==> src/design/gb_io_cfg.svh <==
// widths, register map and serial timing for the io block
// the serial bit time is 2**GB_SERIAL_DIV_W clocks of clk_cpu
`ifndef GB_IO_CFG_SVH
`define GB_IO_CFG_SVH

// bus and field widths
`define GB_ADDR_W        16
`define GB_DATA_W        8
`define GB_IRQ_N         5
`define GB_WRAM_BANK_W   3
`define GB_SERIAL_DIV_W  9  // 512 clocks per bit
`define GB_SERIAL_BITS   8

// --------------------
// register map
`define GB_REG_JOYP      16'hFF00
`define GB_REG_SC        16'hFF02
`define GB_REG_IF        16'hFF0F
`define GB_REG_SVBK      16'hFF70  // colour mode only
`define GB_REG_IE        16'hFFFF

// memory regions
`define GB_WRAM_BASE     16'hC000
`define GB_WRAM_END      16'hFDFF  // echo region included
`define GB_HRAM_BASE     16'hFF80

// read defaults and rst vectors
`define GB_IDLE_DATA     8'hFF
`define GB_IRQ_VEC_BASE  8'h40  // v-blank
`define GB_IRQ_VEC_STEP  8'h08
`define GB_IRQ_VEC_NONE  8'h55

`endif
==> src/design/gb_io_pkg.sv <==
// shared types of the io block
// widths follow the cfg header
`include "gb_io_cfg.svh"

package gb_io_pkg;

	typedef logic [`GB_ADDR_W-1:0] addr_t;
	typedef logic [`GB_DATA_W-1:0] data_t;

	// bit 0 vblank, 1 lcd, 2 timer, 3 serial, 4 joypad
	typedef logic [`GB_IRQ_N-1:0] irq_mask_t;

	typedef logic [`GB_WRAM_BANK_W-1:0] wram_bank_t;  // 0 only ever used for C000 half
	typedef logic [`GB_SERIAL_DIV_W-1:0] serial_div_t;

	// serial transfer fsm
	typedef enum logic {
		serial_idle,
		serial_shift
	} serial_state_t;

endpackage

==> src/design/cpu_bus_if.sv <==
// cpu side bus as seen by the peripherals
// strobes are active high, wr is one cycle per write
`timescale 1ns/1ps

interface cpu_bus_if;

	gb_io_pkg::addr_t addr;
	gb_io_pkg::data_t wdata;
	logic             wr;  // write strobe
	logic             rd;  // read strobe

	// every peripheral only listens
	modport periph (
		input addr,
		input wdata,
		input wr,
		input rd
	);

endinterface

==> src/design/joypad.sv <==
// P1 register at FF00, select bits low active as on the real part
// joystick bits 0..3 are right left up down, 4..7 the buttons
`timescale 1ns/1ps
`include "gb_io_cfg.svh"

module joypad (
	input  logic             clk_cpu,
	input  logic             reset,
	cpu_bus_if.periph        bus,
	input  logic [7:0]       joystick,   // active high
	output logic [7:0]       joy_lines,  // {directions, buttons} active low
	output logic             hit,
	output gb_io_pkg::data_t rdata
);

	logic [1:0] p54;    // P15 P14 select
	logic [3:0] dir_n;  // P14 nibble
	logic [3:0] btn_n;  // P15 nibble
	logic       sel;

	assign sel = bus.addr == `GB_REG_JOYP;

	// deselected nibble floats high
	assign dir_n     = ~joystick[3:0] | {4{p54[0]}};
	assign btn_n     = ~joystick[7:4] | {4{p54[1]}};
	assign joy_lines = {dir_n, btn_n};

	always_ff @(posedge clk_cpu) begin
		if (reset) begin
			p54 <= 2'b00;
			hit <= 1'b0;
		end else begin
			hit <= bus.rd && sel;
			if (bus.wr && sel)
				p54 <= bus.wdata[5:4];  // only the select bits are writable
		end
	end

	always_ff @(posedge clk_cpu) begin
		if (bus.rd && sel)
			rdata <= {2'b11, p54, dir_n & btn_n};
	end

endmodule

==> src/flat_wrapper.sv <==
// flat-port wrapper written by rule: the top's interface ports become plain ports
module joypad_flat 
  (clk_cpu, reset, joystick, joy_lines, hit, rdata, bus_addr, bus_wdata, bus_wr, bus_rd);
  cpu_bus_if bus_i ();
  input  logic clk_cpu;
  input  logic reset;
  input  logic [7:0] joystick;
  output logic [7:0] joy_lines;
  output logic hit;
  output gb_io_pkg::data_t rdata;
  input wire logic [$bits(bus_i.addr)-1:0] bus_addr;
  input wire logic [$bits(bus_i.wdata)-1:0] bus_wdata;
  input wire logic [$bits(bus_i.wr)-1:0] bus_wr;
  input wire logic [$bits(bus_i.rd)-1:0] bus_rd;
  assign bus_i.addr = bus_addr;
  assign bus_i.wdata = bus_wdata;
  assign bus_i.wr = bus_wr;
  assign bus_i.rd = bus_rd;
  joypad u_core (.clk_cpu(clk_cpu), .reset(reset), .bus(bus_i), .joystick(joystick), .joy_lines(joy_lines), .hit(hit), .rdata(rdata));
endmodule
==> config.mk <==
export PLATFORM = sky130hd
export DESIGN_NAME = joypad_flat
export DESIGN_NICKNAME = d
export VERILOG_FILES = /design/src/design/gb_io_pkg.sv /design/src/design/cpu_bus_if.sv /design/src/design/joypad.sv /design/src/flat_wrapper.sv
export VERILOG_INCLUDE_DIRS = /design/src /design/src/design
export SDC_FILE = /design/constraint.sdc
export NUM_CORES = 1
export LEC_CHECK = 0
export BUFFER_PORTS_ARGS = -buffer_cell sky130_fd_sc_hd__buf_2
export CAP_MARGIN = 40
export CORE_MARGIN = 4
export CORE_UTILIZATION = 33
export CTS_CLUSTER_DIAMETER = 60
export DETAILED_ROUTE_END_ITERATION = 7
export HOLD_SLACK_MARGIN = 0.05
export PLACE_DENSITY = 0.92
export SKIP_LAST_GASP = 1
export SLEW_MARGIN = 20
export SYNTH_ARGS = -nofsm -noshare
export SYNTH_HDL_FRONTEND = slang
export SYNTH_SLANG_ARGS = --single-unit
==> constraint.sdc <==
create_clock -name clk_cpu -period 1.9 [get_ports clk_cpu]
set_clock_uncertainty 0.05 [all_clocks]
set_input_delay 0.38 -clock clk_cpu [delete_from_list [all_inputs] [get_ports clk_cpu]]
set_output_delay 0.38 -clock clk_cpu [all_outputs]
set_load 0.03 [all_outputs]
# After elaboration in Yosys (flattened, before gate mapping)
# Cells that the tools add are included.
# totals
reg_bits	9
out_inout_bits	17
word_cells	11
# classes
n_eq_ne	1
bitwise_logic	5
n_reduce_logical	2
# op_table
cell	count
$eq A16 B16 Y1 const B	1
$not A4 Y4	2
$or A4 B4 Y4	2
$and A4 B4 Y4	1
$logic_and A1 B1 Y1	2

# Depth between registers and ports, before layout
# logic_depth
word_depth	3
ltp_mapped	4

# Worst setup path before layout
# No wires, ideal clock.
# synth_timing
path_type	input to register
start	input port bus_addr[2]
end	register u_core.rdata[0] (enable)
setup_ps	297
arrival_ps	1078
setup_slack_ps	475
path_stages	3
n_path_buf	0
path_cell_list	nor4b_2 and4_1 and2_4
# synth_between
elab_chain_cells	2
# synth_lines
element	line	text
from (decl)	flat_wrapper.sv:11	input wire logic [$bits(bus_i.addr)-1:0] bus_addr;
$eq A16 B16 Y1 (no source line)	--	
$logic_and A1 B1 Y1	joypad.sv:40	if (bus.rd && sel)
to (signal assigned)	joypad.sv:41	rdata <= {2'b11, p54, dir_n & btn_n};
to (decl)	joypad.sv:13	output gb_io_pkg::data_t rdata
# No other way between the ends.
# A chain may end at the register's enable or synchronous reset.

# Final worst setup path
# layout_timing
start	register u_core.p54[1]
end	output port joy_lines[0]
# layout_between
elab_chain_cells	1
# layout_lines
element	line	text
from (decl)	joypad.sv:16	logic [1:0] p54;
from (signal assigned)	joypad.sv:35	p54 <= bus.wdata[5:4];
$or A4 B4 Y4	joypad.sv:25	assign btn_n = ~joystick[7:4] | {4{p54[1]}};
to (decl)	flat_wrapper.sv:8	output logic [7:0] joy_lines;
# No other way between the ends.

==> results.yml <==
die:
  dieWidth_um: 44.5
  initial_core_util_pct: 37.0
  core_sq_um: 1190
  rows: 12
  die-area_sq_um: 1980
  boundaryPins: 53
  dieHeight_um: 44.5
hold_path:
  min_path_cells: 2
  min_to: "u_core.p54[1]$_SDFFE_PP0P_"
  holdCritStartpoint: "reset"
  worst_hold_path_type: "in2reg"
sta:
  fin_tns_setup_ns: 0
  final.period_utilization_pct: 74.8
  setup_viol: 0
  clock.fmax_mhz: 704
  rsz0062_at_grt: "false"
  finalHoldViolations: 0
  final.min_clock_period_ns: 1.42
  slew_violations: 0
drt:
  drt-total-wl_um: 1100
  dr.pass1.iters: 2
  drtIter0Drc: 1
  drc: 0
  final_antenna_net_count: 0
  post_drt_via_cell_ratio: 4.63
  wl_per_cell_um: 10.9
  dr_total_vias: 468
power:
  ir_drop_uv: 312
  p_leak_nw: 0.363
  power_density_nw_per_um2: 617
  finalPower_mw: 0.428
clocking:
  ctsHtreeMaxLevel: 1
  cts_tree: "done"
  postCtsSetupBuffers: 0
  cts-resized-gates: 0
  hold_buffers: 0
  cts.clk_slew.worst_paths_ns: 0.07
  numCtsBuffers: 3
  root_buffer: "clkbuf_4"
  clk_latency_ns: 0.26
  ctsLongestPathBuffers: 2
  cts.sinks: 9
placed_design:
  globalplace.congestion: 0.664
  port-buffer-count: 44
  post-dp-hpwl_um: 999
finish:
  multiInputGateArea_sq_um: 180
  antenna_cells: 0
  drive_gt1_share_pct: 58.6
  regArea_sq_um: 240
  layout-area-overhead-vs-synth_pct: 57.8
  nets: 124
  num-fill-cells: 116
status:
  status: "finished clean"
synth:
  netlist_instances: 40
  ys_seq_area_share_pct: 54.7
  synthTopCellsByCount: "6 x edfxtp_1, 4 x and2_1, 4 x nand2_1, 4 x nand2b_1, 3 x dfxtp_1"
  synth_flop_cell: "edfxtp_1"
  syn_avg_cell_area_sq_um: 11.0
  synth_area_leaders: "edfxtp_1 41%, dfxtp_1 14%, and2_1 5.7%"
  synth_edf_count: 6
  async_flop_share_pct: 0
  synth_top_area_share_pct: 41.0
  synthDistinctLibCells: 18
  ys_warn_count: 0
  ys_seq_elements: 9
  syn_area_sq_um: 439
  synth_top_cell_by_area: "edfxtp_1"
  synth_most_common_cell: "edfxtp_1"
setup_path:
  cp-start-kind: "flip-flop"
  timing.rr.end: "u_core.rdata[0]$_DFFE_PP_"
  arrival_ns: 0.99
  timing.rr.start: "u_core.p54[0]$_SDFFE_PP0P_"
  max_stage_delay_ns: 0.39
  cp_max_fo: 6
  path_cells: "nand2b_1, buf_2"
  r2r_setup_slack_ns: 0.91
  crit_required_ns: 1.47
  critPathSlowestCell: "dfxtp_1"
  critPathKind: "reg2out"
  crit_path_end_kind: "output pin"
  reg2reg_depth: 3
grt:
  antenna_found_initial: 0
  grt_overflow_total: 0
  grt_max_degree: 8
  grtUsageMet3_pct: 4.07
  grt_pass1_wl_um: 1660
  grt-busiest-layer: "met2"
  grt_util_met2_pct: 22.6
  grt_use_met1_pct: 9.29
  grt_pass1_vias: 453
  grtUsageTotal_pct: 11.8
flow_run:
  max_cap_violations: 0
==> metal layers <==
metal / routed length [um] / up-vias
li1: - / 234
met2: 555 / 37
met1: 378 / 195
met3: 157 / 2
met5: 0 / -
met4: 12 / 0
==> state kept, by name, summed over array words and instances, names as in the netlist <==
signal and cells:
u_core.hit 1, u_core.p54 2, u_core.rdata 6
==> worst max-delay path, delay by kind of cell, from the launching register on <==
family / cells / cell delay [ns]
simple gates: 1 / 0.14
buf+inv: 1 / 0.20
flops: 1 / 0.39
==> cell families after synthesis <==
family                 share of synthesized area, %
and+or+nand+nor                                34.8
other                                         0.854
AOI/OAI and AO/OA                              4.56
DFF                                            54.7
buffers and inverters                          5.13
==> worst max path at each step <==
stage,from,end,slack (ns)
finish,u_core.p54[1]$_SDFFE_PP0P_,joy_lines[0],0.48
global placement,bus_addr[1],u_core.rdata[1]$_DFFE_PP_,0.32
global route,u_core.p54[0]$_SDFFE_PP0P_,joy_lines[6],0.39
detailed placement,bus_addr[1],u_core.rdata[0]$_DFFE_PP_,0.26
floorplan,bus_addr[2],u_core.rdata[0]$_DFFE_PP_,0.47
CTS,u_core.p54[0]$_SDFFE_PP0P_,joy_lines[5],0.46
==> stage by stage <==
step / cell area [sq um] / setup slack, ns / hold slack [ns] / util [%] / instances
after floorplan: 443 / 0.475 / 0.374 / - / 41
after global placement: 666 / 0.321 / 0.388 / 56.1 / 97
after detailed placement: 666 / 0.261 / 0.412 / 56.1 / 97
after CTS: 693 / 0.456 / 0.237 / 58.4 / 101
after global routing: 693 / 0.394 / 0.227 / 58.4 / 101
final: 693 / 0.479 / 0.242 / 58.4 / 101
==> final cells by class <==
type	instances	share of cell area, %
multi-input combinational	28	26.0
clock inverter	1	0.722
tap	14	2.53
sequential	9	34.7
clock buffer	3	3.25
inverter	2	1.08
timing repair buffer	44	31.8
==> cell usage in the layout, fill, tap and decap left out <==
cell type	n
and2b_1	1
nand4_1	1
conb_1	2
and2_4	1
buf_2	44
inv_1	2
and4b_1	1
clkinv_2	1
edfxtp_1	6
a21oi_1	2
nand2_1	4
nand3_1	2
dfxtp_1	3
nor4_2	1
o21ai_0	2
clkbuf_4	3
and4_1	2
nor4b_2	1
nand2b_1	4
and2_1	4
==> power breakdown <==
part | switching, mW | internal, mW | leakage, nW | total (mW)
clock | 0.0677 | 0.0775 | 0.0177 | 0.145
combinational | 0.0419 | 0.0333 | 0.262 | 0.0753
sequential | 0.000000444 | 0.208 | 0.0839 | 0.208
total | 0.110 | 0.318 | 0.363 | 0.428
(Power assumes the default switching activity.)
