## src/design/gb_io_cfg.svh

```systemverilog
// widths, register map and serial timing for the io block
// the serial bit time is 2**GB_SERIAL_DIV_W clocks of clk_cpu
`ifndef GB_IO_CFG_SVH
`define GB_IO_CFG_SVH

// bus and field widths
`define GB_ADDR_W        16
`define GB_DATA_W        8
`define GB_IRQ_N         5
`define GB_WRAM_BANK_W   3
`define GB_SERIAL_DIV_W  9  // 512 clocks per bit
`define GB_SERIAL_BITS   8

// --------------------
// register map
`define GB_REG_JOYP      16'hFF00
`define GB_REG_SC        16'hFF02
`define GB_REG_IF        16'hFF0F
`define GB_REG_SVBK      16'hFF70  // colour mode only
`define GB_REG_IE        16'hFFFF

// memory regions
`define GB_WRAM_BASE     16'hC000
`define GB_WRAM_END      16'hFDFF  // echo region included
`define GB_HRAM_BASE     16'hFF80

// read defaults and rst vectors
`define GB_IDLE_DATA     8'hFF
`define GB_IRQ_VEC_BASE  8'h40  // v-blank
`define GB_IRQ_VEC_STEP  8'h08
`define GB_IRQ_VEC_NONE  8'h55

`endif
```

## src/design/gb_io_pkg.sv

```systemverilog
// shared types of the io block
// widths follow the cfg header
`include "gb_io_cfg.svh"

package gb_io_pkg;

	typedef logic [`GB_ADDR_W-1:0] addr_t;
	typedef logic [`GB_DATA_W-1:0] data_t;

	// bit 0 vblank, 1 lcd, 2 timer, 3 serial, 4 joypad
	typedef logic [`GB_IRQ_N-1:0] irq_mask_t;

	typedef logic [`GB_WRAM_BANK_W-1:0] wram_bank_t;  // 0 only ever used for C000 half
	typedef logic [`GB_SERIAL_DIV_W-1:0] serial_div_t;

	// serial transfer fsm
	typedef enum logic {
		serial_idle,
		serial_shift
	} serial_state_t;

endpackage

```

## src/design/bus_read_mux.sv

```systemverilog
// picks the registered read byte of whichever source answered
// the vector wins while the ack is up, FF when nobody answers
`timescale 1ns/1ps
`include "gb_io_cfg.svh"

module bus_read_mux (
	input  logic             clk_cpu,
	input  logic             irq_ack,
	input  gb_io_pkg::data_t irq_vec,
	input  logic             if_hit,
	input  gb_io_pkg::data_t if_rdata,
	input  logic             ie_hit,
	input  gb_io_pkg::data_t ie_rdata,
	input  logic             joy_hit,
	input  gb_io_pkg::data_t joy_rdata,
	input  logic             ser_hit,
	input  gb_io_pkg::data_t ser_rdata,
	input  logic             ram_hit,
	input  gb_io_pkg::data_t ram_rdata,
	output gb_io_pkg::data_t rdata
);

	logic             ack_q;  // ack seen at the last edge
	gb_io_pkg::data_t vec_q;

	// vector sampled alongside the other sources
	always_ff @(posedge clk_cpu) begin
		ack_q <= irq_ack;
		if (irq_ack)
			vec_q <= irq_vec;  // frozen once ack drops
	end

	// fixed priority, normally only one hit at a time
	always_comb begin
		if (ack_q)
			rdata = vec_q;
		else if (if_hit)
			rdata = if_rdata;
		else if (ie_hit)
			rdata = ie_rdata;
		else if (joy_hit)
			rdata = joy_rdata;
		else if (ser_hit)
			rdata = ser_rdata;
		else if (ram_hit)
			rdata = ram_rdata;
		else
			rdata = `GB_IDLE_DATA;  // open bus
	end

endmodule

```

## config.mk

```make
export PLATFORM = sky130hd
export DESIGN_NAME = bus_read_mux
export DESIGN_NICKNAME = d
export VERILOG_FILES = /design/src/design/gb_io_pkg.sv /design/src/design/bus_read_mux.sv
export VERILOG_INCLUDE_DIRS = /design/src /design/src/design
export SDC_FILE = /design/constraint.sdc
export NUM_CORES = 1
export LEC_CHECK = 0
export ABC_CLOCK_PERIOD_IN_PS = 1800
export BUFFER_PORTS_ARGS = -buffer_cell sky130_fd_sc_hd__buf_2
export CORE_UTILIZATION = 40
export CTS_BUF_LIST = sky130_fd_sc_hd__clkbuf_8 sky130_fd_sc_hd__clkbuf_16
export CTS_CLUSTER_DIAMETER = 50
export DETAILED_ROUTE_END_ITERATION = 8
export GPL_ROUTABILITY_DRIVEN = 0
export PLACE_DENSITY = 0.77
export SETUP_SLACK_MARGIN = 0.3
export SLEW_MARGIN = 15
export SYNTH_ARGS = -nofsm -noshare
export SYNTH_HDL_FRONTEND = slang
export SYNTH_SLANG_ARGS = --single-unit
```

## constraint.sdc

```tcl
create_clock -name clk_cpu -period 1.8 [get_ports clk_cpu]
set_clock_uncertainty 0.15 [all_clocks]
set_input_delay 0.18 -clock clk_cpu [delete_from_list [all_inputs] [get_ports clk_cpu]]
set_output_delay 0.18 -clock clk_cpu [all_outputs]
set_load 0.02 [all_outputs]
```

---- After elaboration in Yosys (flattened, before gate mapping) ----
Index checks and enable logic that the tools add are counted.
cells by class
  mux-type cells .......................... 6
operator list
  kind              count
  2-to-1 mux 8 bit  6
storage, ports and cells
  register bits ........................... 9
  bits of input ports ..................... 55
  output and inout bits ................... 8
  word-level logic and storage cells ...... 8

---- Depth between registers and ports, before layout ----
Gate-level depths: netlist (run 1).
  word-level depth ........................ 6
  mapped depth ............................ 5
  gate-level depth less buffers ........... 3

---- Least setup slack after synthesis (run 1) ----
Ideal clock, no wire load.
  path kind ............................... reg-to-output
  start ................................... reg ack_q
  end ..................................... out rdata[0]
  arrival time ............................ 1369 ps
  data required time ...................... 1470 ps
  slack ................................... 101 ps
  stages on the path, launching flop included .. 6
  buffers on the path ..................... 2
  path through ............................ dfxtp_1 buf_2 or2_1 buf_6 a2111oi_4 a221o_1
on the way
  word-level cells in the longest chain between the ends .. 1
ends and longest elaborated chain
  item                    line                source
  from (decl)             bus_read_mux.sv:23  logic ack_q;
  from (signal assigned)  bus_read_mux.sv:28  ack_q <= irq_ack;
  2-to-1 mux 8 bit        bus_read_mux.sv:35  if (ack_q)
  to (decl)               bus_read_mux.sv:20  output gb_io_pkg::data_t rdata
Every way passes these cells.

---- Final worst setup path (run 1) ----
  start ................................... reg ack_q
  end ..................................... out rdata[3]
Same word-level chain as after synthesis.

==> flow_summary.toml, run 1 <==
[detailed_routing]
wl_per_cell_um = 13.0
drt_wl_total_um = 2510
dr.pass1.iters = 4
num_vias = 987
via_per_inst = 5.11
drc = 0
antenna_left = 0
drt_iter0_drc = 12

[global_routing]
antenna_found_initial = 0
grt_start_max_net_pins = 20
grt_pass1_wl_um = 3980
first_global_vias = 950
grt_remaining_overflow = 0
grt_usage_pct = 20.3

[synthesis]
synth_area_per_cell_um2 = 10.0
syn_area_um2 = 932
synthArstFlopShare_pct = 0
yosysWarnings = 0
synthDistinctLibCells = 23
ys.flop_type = "edfxtp_1"
synth_edf_count = 8
synth-seq-cells = 9
synth_nets = 148
seq_area_frac_synth_pct = 27.9
synthesis.instances = 93

[sta]
final-hold-violation-count = 0
grt_setup_unrepaired = "true"
setup_viol = 0
tightest_slew_ps = 373
maxSlewHeadroom_pct = 75.1
whs_ps = 37.8
fin_ws_ps = 18.6
fin_crit_sh_pct = 99.0
tns_ps = 0
maxSlewViolCount = 0
finalCriticalPeriod_ps = 1780
fmax_ghz = 0.561

[setup_path]
cp_data_required_time_ps = 1470
start_kind = "flip-flop"
critical_path_buf_inv_count = 2
slowest_delay_ps = 310
path_cells = "or2_1 > buf_8 > a2111oi_4 > a221o_1 > buf_6"
cp-end-kind = "output port"
worstSetupPathDepth = 5
cp_top_family = "compound AO/OA/AOI/OAI gates"
critical_path_class = "flip-flop to output port"
critPathMaxFanout = 8
cp_data_arrival_time_ps = 1450
slowest_stage = "dfxtp_2"

[layout]
layout.nets = 221
diodes = 0
register_area_um2 = 262
drive_gt1_share_pct = 54.5
syn2layout_area_growth_pct = 60.1
fill_cells = 192
multi_input_comb_area_um2 = 604
post-route-util_pct = 67.5
final_cells = 193

[clocking]
cts_root_buf = "clkbuf_8"
clk_pin_slew_ps = 40
clock-sinks = 9
cts_tree = "done"
ctsLongestPathBuffers = 2
cts_buffers = 3
htreeDepth = 1

[power]
leakagePower_nw = 0.625
peakVddDrop_uv = 483
p_per_area_nw_per_um2 = 515

[die]
fp.dieArea_um2 = 2530
die_w_um = 50.3
initial_core_util_pct = 42.1
rows = 17
die_h_um = 50.3
core_area_um2 = 2210
ioPinCount = 63

[placement]
pre_cts_ws_ps = 74.8
portBuffers = 62
placed_cells = 180
dp_hpwl_um = 2020

[min_path]
holdPathStages = 1
hold_path_class = "primary input to flip-flop"

[run_status]
status = "finished clean"

[flow_run]
maxCapViolations = 0
==> placed cells by master, fill, tap and decap left out, drive strengths merged, types with 8 or more instances in the layout <==
cell          n
inv          10
buf          69
a21oi         9
edfxtp        8
a221o         8
dlygate4sd3   8
nand3b        8
nand2         8
==> flip-flops by register name (all words and copies together) (netlist names) <==
signal and cells:
ack_q 1, vec_q 8
==> logic make-up after synthesis <==
kind of cell / after synthesis / synth area share [%]
AO/OA/AOI/OAI: 25 / 33.7
buffers and inverters: 18 / 10.5
AND/OR/NAND/NOR: 41 / 27.9
flip-flops: 9 / 27.9
==> through the flow <==
| stage | instance area, um2 | power [mW] |
|---|---|---|
| after floorplan | 957 | 0.406 |
| final | 1490 | 0.768 |
| after global placement | 1290 | 0.500 |
| after detailed placement | 1290 | 0.507 |
| after global routing | 1490 | 0.807 |
| after CTS | 1470 | 0.762 |
==> what timing repair did <==
| action | in CTS | in global routing |
|---|---|---|
| hold buffers | 8 | 0 |
| resized for setup | 16 | 5 |
| hold endpoints to repair | 8 | 0 |
| pin swaps | 9 | 1 |
| buffers inserted | 1 | 0 |
| setup endpoints to repair | 8 | 8 |
==> cell usage after synthesis (all sizes together) (2+ instances only) <==
master | n | area, um2
a21oi | 9 | 45.0
inv | 9 | 33.8
a221o | 8 | 80.1
edfxtp | 8 | 240
nand2 | 8 | 30.0
nand3b | 8 | 60.1
a2111oi | 7 | 180
buf | 7 | 56.3
nor2b | 7 | 43.8
nor3b | 7 | 57.6
or3 | 7 | 43.8
clkbuf | 2 | 7.51
==> final timing paths <==
check                 slack (ps)            end     startpoint
worst max-delay path          20       rdata[3]  ack_q$_DFF_P_
worst min-delay path          40  ack_q$_DFF_P_        irq_ack
==> per-layer routing <==
metal,vias up,share of wire (%),track usage [%],routed length [um]
met1,444,44,25.9,1100
met3,0,7.2,3.03,180
met5,-,0,0,0
li1,497,-,-,-
met4,0,0,5.24,0
met2,46,49,35.1,1240
==> power by group <==
part           internal [mW]  switching (mW)  total (mW)
Sequential             0.246         0.00599       0.252
Combinational          0.159           0.141       0.301
Clock                  0.147          0.0678       0.215
Total                  0.553           0.215       0.768
==> area by class of cell <==
cell class                 instances  area share (%)
tap                               28            2.35
clock inverter                     1           0.251
clock buffer                       3            2.77
timing repair buffer              77            34.4
multi-input combinational         66            40.5
sequential                         9            17.5
inverter                           9            2.26
(Power assumes the default switching activity.)
==> inputs of run 2 (changes only) <==
Settings changed: CORE_UTILIZATION 40 to 35, PLACE_DENSITY 0.77 to 0.69.
==> run 2 against run 1 <==
Combinational power is essentially flat. Largest power group unchanged. Non-clock buffer count did not move. Maximum frequency is 1.7% lower. Global-route usage shrank 1.4 points. Utilization fell by 7.8 points. Sequential power is essentially flat. The run now ends with setup timing left. First-iteration DRC count increased by 42%. Critical endpoint unchanged. Via count down 0.30%.
==> flow_summary.toml, run 2 (same netlist as run 1, synthesis figures left out) <==
[sta]
tns_ps = -12.7
final-hold-violation-count = 0
fin_ws_ps = -12.7
grt_setup_unrepaired = "true"
maxSlewHeadroom_pct = 75.4
fmax_ghz = 0.552
tightest_slew_ps = 368
finalCriticalPeriod_ps = 1810
whs_ps = 31.3
setup_viol = 1
maxSlewViolCount = 0
fin_crit_sh_pct = 101

[die]
die_h_um = 53.6
rows = 18
fp.dieArea_um2 = 2870
initial_core_util_pct = 37.3
core_area_um2 = 2500
die_w_um = 53.6
ioPinCount = 63

[layout]
final_cell_mix = "54 x buf_2, 9 x a21oi_1"
largest_reg_flops = 8
final_cells = 195
top_regs = "vec_q (8), ack_q (1)"
layout.nets = 221
drive_gt1_share_pct = 53.9
register_area_um2 = 262
fill_cells = 227
largest-register = "vec_q"
multi_input_comb_area_um2 = 596
diodes = 0
post-route-util_pct = 59.7
syn2layout_area_growth_pct = 60.0
final_cell_area_um2 = 1490
final_common_cell = "buf_2"

[power]
leakagePower_nw = 0.625
p_per_area_nw_per_um2 = 519
peakVddDrop_uv = 523
total_power_uw = 774

[detailed_routing]
num_vias = 984
antenna_left = 0
dr.pass1.iters = 4
drt_iter0_drc = 17
drc = 0
drt_wl_total_um = 2460
via_per_inst = 5.05
wl_per_cell_um = 12.6

[setup_path]
critical_path_class = "flip-flop to output port"
critPathMaxFanout = 8
path_cells = "or2_4 > buf_12 > a2111oi_4 > a221o_1 > buf_6"
cp_data_arrival_time_ps = 1480
slowest_delay_ps = 310
cp-end-kind = "output port"
slowest_stage = "dfxtp_2"
start_kind = "flip-flop"
cp_data_required_time_ps = 1470

[global_routing]
grt_start_max_net_pins = 20
grt_remaining_overflow = 0
grt_usage_pct = 18.9
first_global_vias = 957
grt_pass1_wl_um = 3840
antenna_found_initial = 0

[placement]
portBuffers = 62
pre_cts_ws_ps = 42.4
place_area_um2 = 1310
placed_cells = 183
dp_hpwl_um = 1980

[clocking]
ctsLongestPathBuffers = 2
cts_buffers = 3
cts_root_buf = "clkbuf_8"
cts_tree = "done"
htreeDepth = 1
clock-sinks = 9
clk_pin_slew_ps = 40

[flow_run]
maxCapViolations = 0

[min_path]
hold_path_class = "primary input to flip-flop"

[run_status]
status = "complete, but fails checks"
violations = "setup timing"
==> run 2: power breakdown <==
group          total, mW  switching (mW)  leakage (nW)  internal [mW]
Sequential         0.253         0.00620        0.0867          0.246
Clock              0.221          0.0735        0.0269          0.148
Combinational      0.300           0.139         0.511          0.161
Total              0.774           0.219         0.625          0.555
==> run 2: cell type report <==
| class | instances | share of cell area [%] |
|---|---|---|
| clock buffer | 3 | 2.77 |
| clock inverter | 1 | 0.252 |
| inverter | 9 | 2.27 |
| multi-input combinational | 66 | 39.9 |
| sequential | 9 | 17.5 |
| tap | 30 | 2.52 |
| timing repair buffer | 77 | 34.7 |
==> run 2: path summary, 6_finish.rpt <==
| kind | start | slack, ps | cells after the start | to |
|---|---|---|---|---|
| worst min-delay path | irq_ack | 30 | 1 | ack_q$_DFF_P_ |
| worst max-delay path | ack_q$_DFF_P_ | -10 | 5 | rdata[3] |
==> run 2: timing repair <==
action | CTS | global route
pin swaps | 8 | 1
gates resized for setup | 18 | 0
hold endpoints to repair | 8 | 0
setup endpoints to repair | 8 | 8
setup buffers | 0 | 0
hold buffers | 8 | 0
==> run 2: critical path, delay by kind of cell (launching register included) <==
| family | cells | cell delay, ps |
|---|---|---|
| buffers and inverters | 2 | 270 |
| AOI/OAI and AO/OA | 2 | 420 |
| and+or+nand+nor | 1 | 250 |
| DFF | 1 | 310 |
==> run 2: metal layers <==
metal  track usage, %  routed length (um)
met2             34.2                1160
met3             3.95                 170
met4             7.89                  29
met5                0                   0
met1             21.2                1100
==> inputs of run 3 (changes only) <==
Settings changed: ABC_AREA from default to 1, PLACE_DENSITY 0.69 to 0.72, RECOVER_POWER from default to 100.
==> run 3 against run 2 <==
The flow now finishes without violations. Critical path depth decreased by 1. Die area decreased by 10%. Global-route usage decreased by 0.33 points. Clock-buffer cell count unchanged. Sequential cell count unchanged. Maximum frequency increased by 24%. Critical endpoint is now rdata[0]. First-iteration DRC count decreased by 41%.
==> flow_summary.toml, run 3 <==
[run_status]
status = "finished clean"

[synthesis]
ys.flop_type = "edfxtp_1"
synthesis.instances = 140
synth_area_leaders = "edfxtp_1 29%, nand2_1 29%, a21oi_1 9.0%"
synth_xor_area_share_pct = 0
synth-seq-cells = 9
synth_compound_area_share_pct = 10.1
synthAdderAreaFrac_pct = 0
seq_area_frac_synth_pct = 31.3
synthArstFlopShare_pct = 0
yosysTopAreaCell = "edfxtp_1"
synth_top_family_by_area = "simple AND/OR/NAND/NOR gates"
synth.top_cell.area_share_pct = 28.9
synthSimpleGateAreaFrac_pct = 41.5
synthDistinctLibCells = 15
synth_edf_count = 8
netlist_top_cells_count = "64 x nand2_1, 16 x inv_1, 15 x a21oi_1"
synth_nets = 195
syn_area_um2 = 832
synth_mux_area_share_pct = 0
synth_area_per_cell_um2 = 5.94
yosysWarnings = 0
synth.most_common_cell = "nand2_1"

[die]
rows = 17
die_w_um = 50.8
initial_core_util_pct = 37.3
core_area_um2 = 2230
ioPinCount = 63
fp.dieArea_um2 = 2580
die_h_um = 50.8

[global_routing]
grt_pass1_wl_um = 3620
first_global_vias = 925
grt_remaining_overflow = 0
grt_start_max_net_pins = 17
grt_usage_pct = 18.5
antenna_found_initial = 0

[clocking]
clock-sinks = 9
clk_pin_slew_ps = 50
cts_root_buf = "clkbuf_8"
htreeDepth = 1
ctsLongestPathBuffers = 2
cts_tree = "done"
post_cts_buffers = 0
cts_buffers = 3

[detailed_routing]
via_per_inst = 4.25
wl_per_cell_um = 9.23
num_vias = 991
dr.pass1.iters = 4
drt_iter0_drc = 10
drt_wl_total_um = 2150
drc = 0
antenna_left = 0

[setup_path]
path_cells = "a21oi_1 > nand2_1 > nand2_1 > clkbuf_1"
slowest_delay_ps = 390
critical_path_class = "flip-flop to output port"
cp-end-kind = "output port"
cp_data_required_time_ps = 1470
critPathMaxFanout = 16
slowest_stage = "dfxtp_2"
cp_data_arrival_time_ps = 1130
start_kind = "flip-flop"
crit_top_cell = "nand2_1"

[flow_run]
maxCapViolations = 0

[placement]
portBuffers = 62
place_area_um2 = 1100
dp_hpwl_um = 1600

[sta]
final-hold-violation-count = 0
tightest_slew_ps = 447
grt_setup_unrepaired = "false"
maxSlewViolCount = 0
fmax_ghz = 0.687
maxSlewHeadroom_pct = 70.2
tns_ps = 0
setup_viol = 0
finalCriticalPeriod_ps = 1460
fin_crit_sh_pct = 80.9
whs_ps = 127

[min_path]
hold_path_class = "primary input to flip-flop"

[layout]
largest_reg_flops = 8
top_regs = "vec_q (8), ack_q (1)"
final_cell_mix = "64 x nand2_1, 55 x buf_2, 17 x inv_1, 15 x a21oi_1, 14 x nor2_1"
syn2layout_area_growth_pct = 47.1
drive_gt1_share_pct = 31.2
largest-register = "vec_q"
final_common_cell = "nand2_1"
final_cell_area_um2 = 1220
post-route-util_pct = 54.8
layout.nets = 261
diodes = 0

[power]
leakagePower_nw = 0.704
p_per_area_nw_per_um2 = 569
peakVddDrop_uv = 424
## run 3: cell types whose count changed in the layout (fill, tap and decap cells not counted), sizes merged, moves of 8 or more
cell	previous run	this run
buf	69	55
nor2	1	16
nand3	0	8
nand2	8	64
nand3b	8	0
inv	10	18
a221o	8	0
## run 3: worst paths after layout
check / to / start / slack, ps / cells after the start
worst min-delay path: ack_q$_DFF_P_ / irq_ack / 130 / 1
worst max-delay path: rdata[0] / ack_q$_DFF_P_ / 340 / 4
## run 3: cells by family (layout without fill, tap and decap cells)
kind of cell | count (synthesis) | after routing
simple gates | 88 | 88
flops | 9 | 9
buf+inv | 27 | 92
compound gates | 16 | 16
## run 3: area by class of cell
class                   count  area (um2)
clock buffers               3        41.3
well taps                  28        35.0
repair buffers             70         382
inverters                  18        71.3
multi-input cells         104         429
fillers                   244        1010
clock inverters             1        3.75
flip-flops and latches      9         262
## run 3: per-stage QoR
| stage | std cells | worst slack (ps) | power, mW |
|---|---|---|---|
| CTS | 233 | 427 | 0.699 |
| global placement | 221 | 468 | 0.459 |
| global route | 233 | 264 | 0.743 |
| floorplan | 140 | 581 | 0.385 |
| detailed placement | 221 | 450 | 0.463 |
| finish | 233 | 344 | 0.696 |
## run 3: worst max-delay path, delay by kind of cell (launching register included)
| kind | cells | cell delay [ps] |
|---|---|---|
| compound gates | 1 | 140 |
| simple gates | 2 | 140 |
| flops | 1 | 390 |
| buf+inv | 1 | 240 |
## run 3: power by group
part           switching (mW)  leakage, nW  total (mW)  internal [mW]
registers             0.00825       0.0867       0.254          0.246
clock network          0.0770       0.0269       0.225          0.148
logic                   0.118        0.590       0.217         0.0985
## run 3: timing repair
item,in CTS,in global routing
hold buffers,8,0
endpoints found under the setup margin,8,1
endpoints found under the hold margin,8,0
resized for setup,1,1
## run 3: per-layer routing
layer	part of all wire, %	vias up	track usage [%]
met1	44	393	21.2
li1	-	556	-
met2	49	42	32.9
met5	0	-	0
met3	7.6	0	4.55
met4	0	0	6.94
