**src/design/gb_io_cfg.svh**
```systemverilog
// widths, register map and serial timing for the io block
// the serial bit time is 2**GB_SERIAL_DIV_W clocks of clk_cpu
`ifndef GB_IO_CFG_SVH
`define GB_IO_CFG_SVH

// bus and field widths
`define GB_ADDR_W        16
`define GB_DATA_W        8
`define GB_IRQ_N         5
`define GB_WRAM_BANK_W   3
`define GB_SERIAL_DIV_W  9  // 512 clocks per bit
`define GB_SERIAL_BITS   8

// --------------------
// register map
`define GB_REG_JOYP      16'hFF00
`define GB_REG_SC        16'hFF02
`define GB_REG_IF        16'hFF0F
`define GB_REG_SVBK      16'hFF70  // colour mode only
`define GB_REG_IE        16'hFFFF

// memory regions
`define GB_WRAM_BASE     16'hC000
`define GB_WRAM_END      16'hFDFF  // echo region included
`define GB_HRAM_BASE     16'hFF80

// read defaults and rst vectors
`define GB_IDLE_DATA     8'hFF
`define GB_IRQ_VEC_BASE  8'h40  // v-blank
`define GB_IRQ_VEC_STEP  8'h08
`define GB_IRQ_VEC_NONE  8'h55

`endif
```
**src/design/gb_io_pkg.sv**
```systemverilog
// shared types of the io block
// widths follow the cfg header
`include "gb_io_cfg.svh"

package gb_io_pkg;

	typedef logic [`GB_ADDR_W-1:0] addr_t;
	typedef logic [`GB_DATA_W-1:0] data_t;

	// bit 0 vblank, 1 lcd, 2 timer, 3 serial, 4 joypad
	typedef logic [`GB_IRQ_N-1:0] irq_mask_t;

	typedef logic [`GB_WRAM_BANK_W-1:0] wram_bank_t;  // 0 only ever used for C000 half
	typedef logic [`GB_SERIAL_DIV_W-1:0] serial_div_t;

	// serial transfer fsm
	typedef enum logic {
		serial_idle,
		serial_shift
	} serial_state_t;

endpackage

```
**src/design/cpu_bus_if.sv**
```systemverilog
// cpu side bus as seen by the peripherals
// strobes are active high, wr is one cycle per write
`timescale 1ns/1ps

interface cpu_bus_if;

	gb_io_pkg::addr_t addr;
	gb_io_pkg::data_t wdata;
	logic             wr;  // write strobe
	logic             rd;  // read strobe

	// every peripheral only listens
	modport periph (
		input addr,
		input wdata,
		input wr,
		input rd
	);

endinterface

```
**src/design/serial_port.sv**
```systemverilog
// SC register and transfer timer only, no data is shifted
// internal clock only. A transfer is 8 divider wraps plus one cycle
`timescale 1ns/1ps
`include "gb_io_cfg.svh"

module serial_port (
	input  logic             clk_cpu,
	input  logic             reset,
	cpu_bus_if.periph        bus,
	output logic             serial_irq,  // one cycle at end of transfer
	output logic             hit,
	output gb_io_pkg::data_t rdata
);

	localparam int CNT_W = $clog2(`GB_SERIAL_BITS + 1);

	gb_io_pkg::serial_state_t state;
	gb_io_pkg::serial_div_t   div;      // bit time
	logic [CNT_W-1:0]         bit_cnt;  // bits still to go
	logic                     sc_start;
	logic                     sc_clk;   // 1 = internal clock
	logic                     sel;
	logic                     sc_wr;

	assign sel   = bus.addr == `GB_REG_SC;
	assign sc_wr = bus.wr && sel;

	// --------------------
	// transfer fsm
	always_ff @(posedge clk_cpu) begin
		if (reset) begin
			state      <= gb_io_pkg::serial_idle;
			sc_start   <= 1'b0;
			sc_clk     <= 1'b0;
			serial_irq <= 1'b0;
			div        <= '1;
			bit_cnt    <= '0;
		end else begin
			serial_irq <= 1'b0;
			if (sc_wr) begin
				sc_start <= bus.wdata[7];
				sc_clk   <= bus.wdata[0];
				div      <= '1;
				bit_cnt  <= CNT_W'(`GB_SERIAL_BITS);
				// start with internal clock runs, anything else stops
				if (bus.wdata[7] && bus.wdata[0])
					state <= gb_io_pkg::serial_shift;
				else
					state <= gb_io_pkg::serial_idle;
			end else begin
				case (state)
					gb_io_pkg::serial_shift: begin
						div <= div - 1'b1;
						if (bit_cnt == '0) begin  // all bits out
							serial_irq <= 1'b1;
							sc_start   <= 1'b0;
							state      <= gb_io_pkg::serial_idle;
						end else if (div == '0) begin
							bit_cnt <= bit_cnt - 1'b1;
						end
					end
					default: begin
						div <= '1;  // hold reload value while idle
					end
				endcase
			end
		end
	end

	// read back
	always_ff @(posedge clk_cpu) begin
		if (reset)
			hit <= 1'b0;
		else
			hit <= bus.rd && sel;
	end

	always_ff @(posedge clk_cpu) begin
		if (bus.rd && sel)
			rdata <= {sc_start, 6'h3F, sc_clk};
	end

endmodule

```
**src/flat_wrapper.sv**
```systemverilog
// flat-port wrapper written by rule: the top's interface ports become plain ports
module serial_port_flat 
  (clk_cpu, reset, serial_irq, hit, rdata, bus_addr, bus_wdata, bus_wr, bus_rd);
  cpu_bus_if bus_i ();
  input  logic clk_cpu;
  input  logic reset;
  output logic serial_irq;
  output logic hit;
  output gb_io_pkg::data_t rdata;
  input wire logic [$bits(bus_i.addr)-1:0] bus_addr;
  input wire logic [$bits(bus_i.wdata)-1:0] bus_wdata;
  input wire logic [$bits(bus_i.wr)-1:0] bus_wr;
  input wire logic [$bits(bus_i.rd)-1:0] bus_rd;
  assign bus_i.addr = bus_addr;
  assign bus_i.wdata = bus_wdata;
  assign bus_i.wr = bus_wr;
  assign bus_i.rd = bus_rd;
  serial_port u_core (.clk_cpu(clk_cpu), .reset(reset), .bus(bus_i), .serial_irq(serial_irq), .hit(hit), .rdata(rdata));
endmodule
```
**config.mk**
```make
export PLATFORM = sky130hd
export DESIGN_NAME = serial_port_flat
export DESIGN_NICKNAME = d
export VERILOG_FILES = /design/src/design/gb_io_pkg.sv /design/src/design/cpu_bus_if.sv /design/src/design/serial_port.sv /design/src/flat_wrapper.sv
export VERILOG_INCLUDE_DIRS = /design/src /design/src/design
export SDC_FILE = /design/constraint.sdc
export NUM_CORES = 1
export LEC_CHECK = 0
export BUFFER_PORTS_ARGS = -buffer_cell sky130_fd_sc_hd__buf_4
export CORE_MARGIN = 2
export CORE_UTILIZATION = 42
export DETAILED_ROUTE_END_ITERATION = 10
export PLACE_DENSITY_LB_ADDON = 0.1
export SLEW_MARGIN = 10
export SYNTH_ARGS = -nofsm -noshare
export SYNTH_HDL_FRONTEND = slang
export SYNTH_SLANG_ARGS = --single-unit
```
**constraint.sdc**
```tcl
create_clock -name clk_cpu -period 1.7 [get_ports clk_cpu]
set_input_delay 0.17 -clock clk_cpu [delete_from_list [all_inputs] [get_ports clk_cpu]]
set_output_delay 0.17 -clock clk_cpu [all_outputs]
set_load 0.03 [all_outputs]
```
# Word-level counts from Yosys, hierarchy flattened
# Cells that the tools add are included.
[totals]
ramBits = 0
latchBits = 0
elab_cells = 40
reg_bits = 20
out_inout_bits = 10
mem_count = 0
mem_bits_ro = 0
inputBits = 28
[classes]
eq_ne = 2
n_mul = 0
n_div = 0
n_shift = 0
n_bitwise = 2
order_cmp = 0
muxes = 12
reduce_logical = 13
n_addsub = 2
[ops]
columns = ["op", "n"]
rows = [
  ["== test 16 bit (second input constant)", 1],
  ["2-to-1 mux 4 bit", 4],
  ["logical NOT 9 bit", 1],
  ["subtractor 9 x 1 -> 9 bit (second input constant)", 1],
  ["2-to-1 mux 1 bit", 8],
  ["AND reduction 3 bit", 2],
  ["nonzero test 2 bit", 3],
  ["logical NOT 4 bit", 1],
  ["subtractor 4 x 1 -> 4 bit (second input constant)", 1],
  ["logical AND 1 bit", 3],
  ["OR reduction 3 bit", 1],
  ["!= test 2 x 1 -> 1 bit (second input constant)", 1],
  ["NOT 1 bit", 2],
  ["AND reduction 2 bit", 1],
  ["OR reduction 2 bit", 1],
]

# Logic depth before layout (Yosys ltp)
# Gate-level depths: netlist of run 1.
[depth]
word_depth = 5
ltp_mapped = 7
depth_no_buf = 6

# Least setup slack after synthesis of run 1
# No wires, ideal clock.
[synth_path]
path_type = "register to register"
from = "register u_core.bit_cnt[0]"
to = "register u_core.bit_cnt[3]"
path_stages_with_launch = 8
arrival_ps = 1745
required_time_ps = 1626
path_slack_ps = -119
n_path_buf = 1
period_less_slack_ps = 1819
setup_time_ps = 74
cell_sequence = "dfxtp_1 -> inv_1 -> ha_1 -> nor3b_2 -> or3_1 -> buf_2 -> or4_1 -> a31oi_1"
[synth_between]
elab_chain_len = 5
elab_cells_between_ends = 8
cone_classes = "add/sub: 1; eq/ne: 1; mux: 4; reduce/logical: 2"
[synth_rtl]
columns = ["item", "line", "source"]
rows = [
  ["from (decl)", "serial_port.sv:19", "logic [CNT_W-1:0] bit_cnt;"],
  ["from (signal assigned)", "serial_port.sv:44", "bit_cnt <= CNT_W'(`GB_SERIAL_BITS);"],
  ["from (signal assigned)", "serial_port.sv:59", "bit_cnt <= bit_cnt - 1'b1;"],
  ["subtractor 4 x 1 -> 4 bit", "serial_port.sv:59", ""],
  ["2-to-1 mux 4 bit", "serial_port.sv:58", "end else if (div == '0) begin"],
  ["2-to-1 mux 4 bit", "serial_port.sv:54", "if (bit_cnt == '0) begin"],
  ["2-to-1 mux 4 bit", "serial_port.sv:51", "case (state)"],
  ["2-to-1 mux 4 bit", "serial_port.sv:40", "if (sc_wr) begin"],
]
# Several ways; a longest one is shown, not always the timed one. The select of a mux whose other input is x is not followed.
# A chain may end at the register's enable or synchronous reset.

# Worst setup path in the final report of run 1
[layout_path]
from = "register u_core.bit_cnt[1]"
to = "register u_core.bit_cnt[3]"
# The elaborated chain is that of the path after synthesis.

==> metrics.md, run 1 <==
| Metric | Value |
|---|---|
| Final core utilization | 59.3% |
| FF+latch area | 423 um^2 |
| Skew final | 0.0119 ns |
| Area after DPL | 0.00122 mm^2 |
| Area of the multi-input gates | 527 um^2 |
| RSZ-0062 raised after global routing | yes |
| Length of the first detailed-routing pass in iterations | 2 |
| Gr ovfl total | 0 |
| Fmax | 0.606 GHz |
| Final slew viol count | 0 |
| Drt wl/cell | 10.3 um |
| Status | complete, no violations |
| Asr flop ratio synth | 0% |
| Post-synth EDFFs | 2 |
| Clk root buf | clkbuf_4 |
| Vias | 775 |
| Final Critical Period | 1.65 ns |
| Count leader, synth | dfxtp_1 |
| Hold Crit Class | in2reg |
| Via density | 4.75 |
| Max cap viols | 0 |
| Ports | 38 |
| Worst setup EP type | flop |
| Final Hold Violating Endpoints | 0 |
| Sinks on the clock net | 20 |
| CTS tree | done |
| Largest net degree at the start of global routing | 13 |
| Hpwl dp | 1.28 mm |
| Slowest CP cell | or4_4 |
| Final instance count without filler cells | 163 |
| Final setup margin | 0.0494 ns |
| Setup violations, final | 0 |
| Crit-path cells | inv_2 -> ha_4 -> nor3b_4 -> or3_4 -> or4_4 -> a31oi_1 |
| # rows | 17 |
| Fillers | 190 |
| PwrDens | 705 mW/mm^2 |
| Maximum fanout along the worst path | 8 |
| Pre-CTS setup slack | -0.0596 ns |
| Critical Path AT | 1.89 ns |
| LEAKAGE | 0.560 nW |
| Synth top cells by count | dfxtp_1 (18), nand2_1 (11), inv_1 (8) |
| Final instance area | 0.00131 mm^2 |
| Distinct cell type count after synthesis | 39 |
| Placed cell count | 157 |
| Layout area overhead | 33.3% |
| CTS buffer count | 3 |
| Die area | 0.00274 mm^2 |
| Layout cells sized above 1 | 41.5% |
| Drt total wl | 1.67 mm |
| Register bit total from synthesis | 20 |
| CTS Hold Bufs | 0 |
| Area leader, netlist | dfxtp_1 |
| Max IR drop VDD | 886 uV |
| Tot GR Track Use | 14.7% |
| Sequential fraction of the synthesis area | 42.7% |
| DIE HEIGHT | 52.4 um |
| Core footprint | 0.00221 mm^2 |
| ANT nets after route | 0 |
| Mean post-synth cell area | 9.64 um^2 |
| Tcrit/Tclk final | 97.1% |
| Die extent in x | 52.4 um |
| Clk_lat worst skew | 0.30 ns |
| Starting Density | 44.5% |
| Critical path's largest stage delay | 0.41 ns |
| Iteration-0 DRC count of the detailed router | 7 |
| Count of warnings emitted by yosys | 0 |
| Initial antenna violation count | 0 |
| Main area contributors after synthesis | dfxtp_1 (37%), edfxtp_1 (6.1%), buf_4 (5.3%) |
| Hold_ws | 0.0864 ns |
| Worst path required time | 1.94 ns |
| H-tree depth | 1 |
| Placer Congestion | 0.724 |
| Port Buffers | 25 |
| Top cell type's share of synthesized area | 36.6% |
| DR DRC count | 0 |
| Vias in the first global route | 738 |
| Cell area after synthesis | 983 um^2 |
| Top_reg_cell synth | dfxtp_1 |
| Tot Pwr | 0.924 mW |
| Final #Nets | 166 |
| Syn Inst Count | 102 |
| Startpoint Class | flop |
| First-pass GRT wire length | 3.01 mm |
| Setup Crit Path Kind | reg2reg |
| Clk buf depth | 2 |
| Diodes inserted | 0 |
| Post-route setup TNS | 0 ns |
| Worst-path clk slew | 0.12 ns |
-- layout by cell type (no fill, tap or decap), types with 3 or more instances in the layout --
master,Yosys,layout
a21oi_1,5,5
buf_4,7,32
clkbuf_4,0,3
conb_1,1,6
dfxtp_1,18,16
inv_1,8,6
nand2_1,11,11
nor2_1,3,3
o21ai_0,3,3
o31ai_1,3,3
xnor2_1,4,4
-- path summary, 6_finish.rpt --
check,endpoint,depth (start not counted),startpoint,slack [ns]
worst max-delay path,u_core.bit_cnt[3],6,u_core.bit_cnt[1],0.05
worst min-delay path,u_core.sc_start,2,reset,0.09
worst max register to register,u_core.bit_cnt[3],6,u_core.bit_cnt[1],0.05
worst min register to register,u_core.rdata[7],0,u_core.sc_start,0.45
-- timing repair --
item | in CTS | in global routing
pin swaps | 2 | 1
resized for setup | 1 | 4
setup buffers | 2 | 0
setup endpoints to repair | 4 | 5
-- layout make-up --
| class | instances | share of cell area (%) |
|---|---|---|
| clock buffers | 3 | 1.72 |
| clock inverters | 1 | 2.29 |
| inverters | 8 | 2.29 |
| multi-input cells | 70 | 40.2 |
| flip-flops and latches | 20 | 32.3 |
| well taps | 28 | 2.67 |
| repair buffers | 33 | 18.6 |
-- metal layers --
layer / track usage (%) / part of all wire [%]
met5: 0 / 0
met4: 3.85 / 0.72
met3: 4.29 / 3.4
met2: 24.6 / 50
met1: 18.3 / 46
-- sequential cells by signal (all words and copies together) (netlist names) --
signal / cells
u_core.div: 9
u_core.bit_cnt: 4
u_core.rdata: 2
u_core.hit: 1
u_core.sc_clk: 1
u_core.sc_start: 1
u_core.serial_irq: 1
u_core.state: 1
-- cell families (layout without fill, tap and decap cells) --
group                      Yosys count  count (layout)  share of synthesized area [%]
xor gates and xnor gates             6               6                           5.34
adders and majority gates            2               2                           2.54
other                                1               6                          0.381
DFF                                 20              20                           42.7
buffers and inverters               17              45                           9.92
AOI/OAI and AO/OA                   17              17                           12.8
and+or+nand+nor                     39              39                           26.2
-- critical path: cells and delay by family (launching register included) --
family | cells | cell delay (ns)
fa+ha+maj | 1 | 0.15
flops | 1 | 0.35
simple gates | 3 | 0.92
buf+inv | 1 | 0.04
compound gates | 1 | 0.14
-- power by group --
part / total (mW) / switching (mW) / leakage [nW] / internal, mW
logic: 0.0654 / 0.0312 / 0.364 / 0.0342
clock network: 0.384 / 0.146 / 0.0279 / 0.238
registers: 0.475 / 0.000000774 / 0.167 / 0.475
total: 0.924 / 0.177 / 0.560 / 0.747
No activity file was read; power rests on OpenSTA's default activity.
==> run 2, diff against run 1 <==
--- a/config.mk
+++ b/config.mk
@@ -10,7 +10,7 @@
 export CORE_MARGIN = 2
 export CORE_UTILIZATION = 42
 export DETAILED_ROUTE_END_ITERATION = 10
-export PLACE_DENSITY_LB_ADDON = 0.1
+export PLACE_DENSITY = 0.71
 export SLEW_MARGIN = 10
 export SYNTH_ARGS = -nofsm -noshare
 export SYNTH_HDL_FRONTEND = slang
==> metrics.md, run 2 (synthesized netlist as in run 1, its figures left out) <==
| Metric | Value |
|---|---|
| Layout area overhead | 33.6% |
| Layout cells sized above 1 | 45.6% |
| Worst setup EP type | flop |
| DR DRC count | 0 |
| Max reg flops | 9 |
| Die area | 0.00274 mm^2 |
| Combinational power share | 8.6% |
| P_int | 0.595 mW |
| Tot GR Track Use | 14.7% |
| RSZ-0062 raised after global routing | yes |
| Maximum fanout along the worst path | 8 |
| Sinks on the clock net | 20 |
| Sw Ratio | 22.7% |
| Diodes inserted | 0 |
| ANT nets after route | 0 |
| Crit-path cells | inv_2 -> ha_4 -> nor3b_4 -> or3_4 -> or3_2 -> a21oi_2 |
| CP Buf/Inv Count | 1 |
| RR Startpoint | u_core.bit_cnt[1] |
| Register share of total power | 61.7% |
| Final setup margin | 0.0240 ns |
| Length of the first detailed-routing pass in iterations | 4 |
| Critical path's largest stage delay | 0.44 ns |
| DIE HEIGHT | 52.4 um |
| Drt total wl | 1.80 mm |
| CTS tree | done |
| Final slew viol count | 0 |
| Worst path required time | 1.94 ns |
| Ports | 38 |
| Gr ovfl total | 0 |
| Core footprint | 0.00221 mm^2 |
| Max cap viols | 0 |
| Starting Density | 44.5% |
| Final Hold Violating Endpoints | 0 |
| Initial antenna violation count | 0 |
| Setup Crit Path Kind | reg2reg |
| Hold Crit Class | in2reg |
| Tcrit/Tclk final | 98.6% |
| Clk root buf | clkbuf_4 |
| Slowest CP cell | or3_2 |
| Setup violations, final | 0 |
| Largest net degree at the start of global routing | 12 |
| H-tree depth | 1 |
| Hold endpoint | u_core.bit_cnt[3] |
| Clk_lat worst skew | 0.30 ns |
| Hold depth | 2 |
| Skew final | 0.00401 ns |
| Die extent in x | 52.4 um |
| First-pass GRT wire length | 2.95 mm |
| Largest regs | u_core.div: 9 flops, u_core.bit_cnt: 4 flops, u_core.rdata: 2 flops |
| Critical Path AT | 1.92 ns |
| Via density | 5.07 |
| Hold_sp | reset |
| Clk buf depth | 2 |
| Net switching power | 0.174 mW |
| Final Critical Period | 1.68 ns |
| Clk pwr share | 29.7% |
| CTS buffer count | 3 |
| PwrDens | 586 mW/mm^2 |
| Hpwl dp | 1.36 mm |
| Vias in the first global route | 784 |
| Final #Nets | 167 |
| Worst-path clk slew | 0.11 ns |
| R2r endpoint | u_core.bit_cnt[0] |
| Most frequent cells in the layout | buf_4 (34), dfxtp_1 (14), nand2_1 (11) |
| Worst R2R Path Depth | 6 |
| Startpoint Class | flop |
| LEAKAGE | 0.553 nW |
| Iteration-0 DRC count of the detailed router | 4 |
| Vias | 832 |
| Most flop-heavy register | u_core.div |
| Drt wl/cell | 11.0 um |
| # rows | 17 |
| Pre-CTS setup slack | -0.0772 ns |
| Port Buffers | 25 |
| CP top delay family | simple AND/OR/NAND/NOR gates |
| Commonest non-fill, non-tap cell in the layout | buf_4 |
| R2R Setup Slk | 0.02 ns |
| Fmax | 0.597 GHz |
| Placer Congestion | 0.739 |
| Max IR drop VDD | 379 uV |
| Final core utilization | 59.4% |
| Status | complete, no violations |
==> run 2: cell count changes in the layout (fill, tap and decap cells not counted), sizes merged <==
cell,previous run,this run
bufinv,1,0
clkinv,0,1
buf,33,34
==> run 2: power groups by stage <==
| stage | clock, mW | sequential [mW] | combinational [mW] |
|---|---|---|---|
| 6_report | 0.228 | 0.475 | 0.0663 |
| 5_1_grt | 0.264 | 0.475 | 0.0719 |
| 4_1_cts | 0.241 | 0.475 | 0.0661 |
| 3_5_place_dp | 0 | 0.486 | 0.0660 |
| 3_3_place_gp | 0 | 0.486 | 0.0653 |
| 2_1_floorplan | 0 | 0.486 | 0.0408 |
==> run 2: through the flow <==
| step | hold slack, ns | setup TNS, ns | power (mW) | instances | cell area [um^2] |
|---|---|---|---|---|---|
| after detailed placement | 0.415 | -0.260 | 0.552 | 159 | 1240 |
| after global placement | 0.404 | -0.118 | 0.551 | 159 | 1240 |
| after floorplan | 0.310 | -0.101 | 0.526 | 107 | 1030 |
| final | 0.0882 | 0 | 0.769 | 164 | 1310 |
| after CTS | 0.0801 | 0 | 0.782 | 164 | 1280 |
| after global routing | 0.0788 | -0.163 | 0.811 | 164 | 1310 |
==> run 2: what timing repair did <==
action | in CTS | in global routing
resized for setup | 1 | 10
hold buffers | 0 | 0
pin swaps | 2 | 2
cloned | 0 | 0
setup endpoints to repair | 4 | 5
setup buffers | 1 | 0
==> run 2: layer usage <==
metal	share of wire [%]	GRT usage, %	vias up
li1	-	-	418
met1	40	14.9	383
met2	53	26.0	29
met3	6.8	5.43	2
met4	0.89	7.69	0
met5	0	0	-
==> run 2: worst max path at each step <==
stage | from | end | depth (start not counted) | slack, ns
final | u_core.bit_cnt[1] | u_core.bit_cnt[0] | 6 | 0.02
after global routing | u_core.div[1] | u_core.bit_cnt[3] | 6 | -0.06
after CTS | u_core.div[1] | u_core.bit_cnt[3] | 6 | 0.02
after detailed placement | u_core.bit_cnt[1] | u_core.bit_cnt[1] | 6 | -0.08
after global placement | u_core.bit_cnt[0] | u_core.bit_cnt[0] | 6 | -0.05
after floorplan | u_core.bit_cnt[0] | u_core.bit_cnt[0] | 7 | -0.03
==> run 2: worst reg2reg max path: cells and delay by family (launching register included) <==
| family | cells | cell delay (ns) |
|---|---|---|
| compound gates | 1 | 0.12 |
| fa+ha+maj | 1 | 0.15 |
| buf+inv | 1 | 0.04 |
| flops | 1 | 0.35 |
| simple gates | 3 | 0.95 |
==> run 2: layout make-up <==
class | count | area (um^2)
Clock buffer | 3 | 22.5
Clock inverter | 1 | 3.75
Fill cell | 202 | 898
Inverter | 8 | 30.0
Multi-Input combinational cell | 70 | 542
Sequential cell | 20 | 425
Tap cell | 28 | 35.0
Timing Repair Buffer | 34 | 255
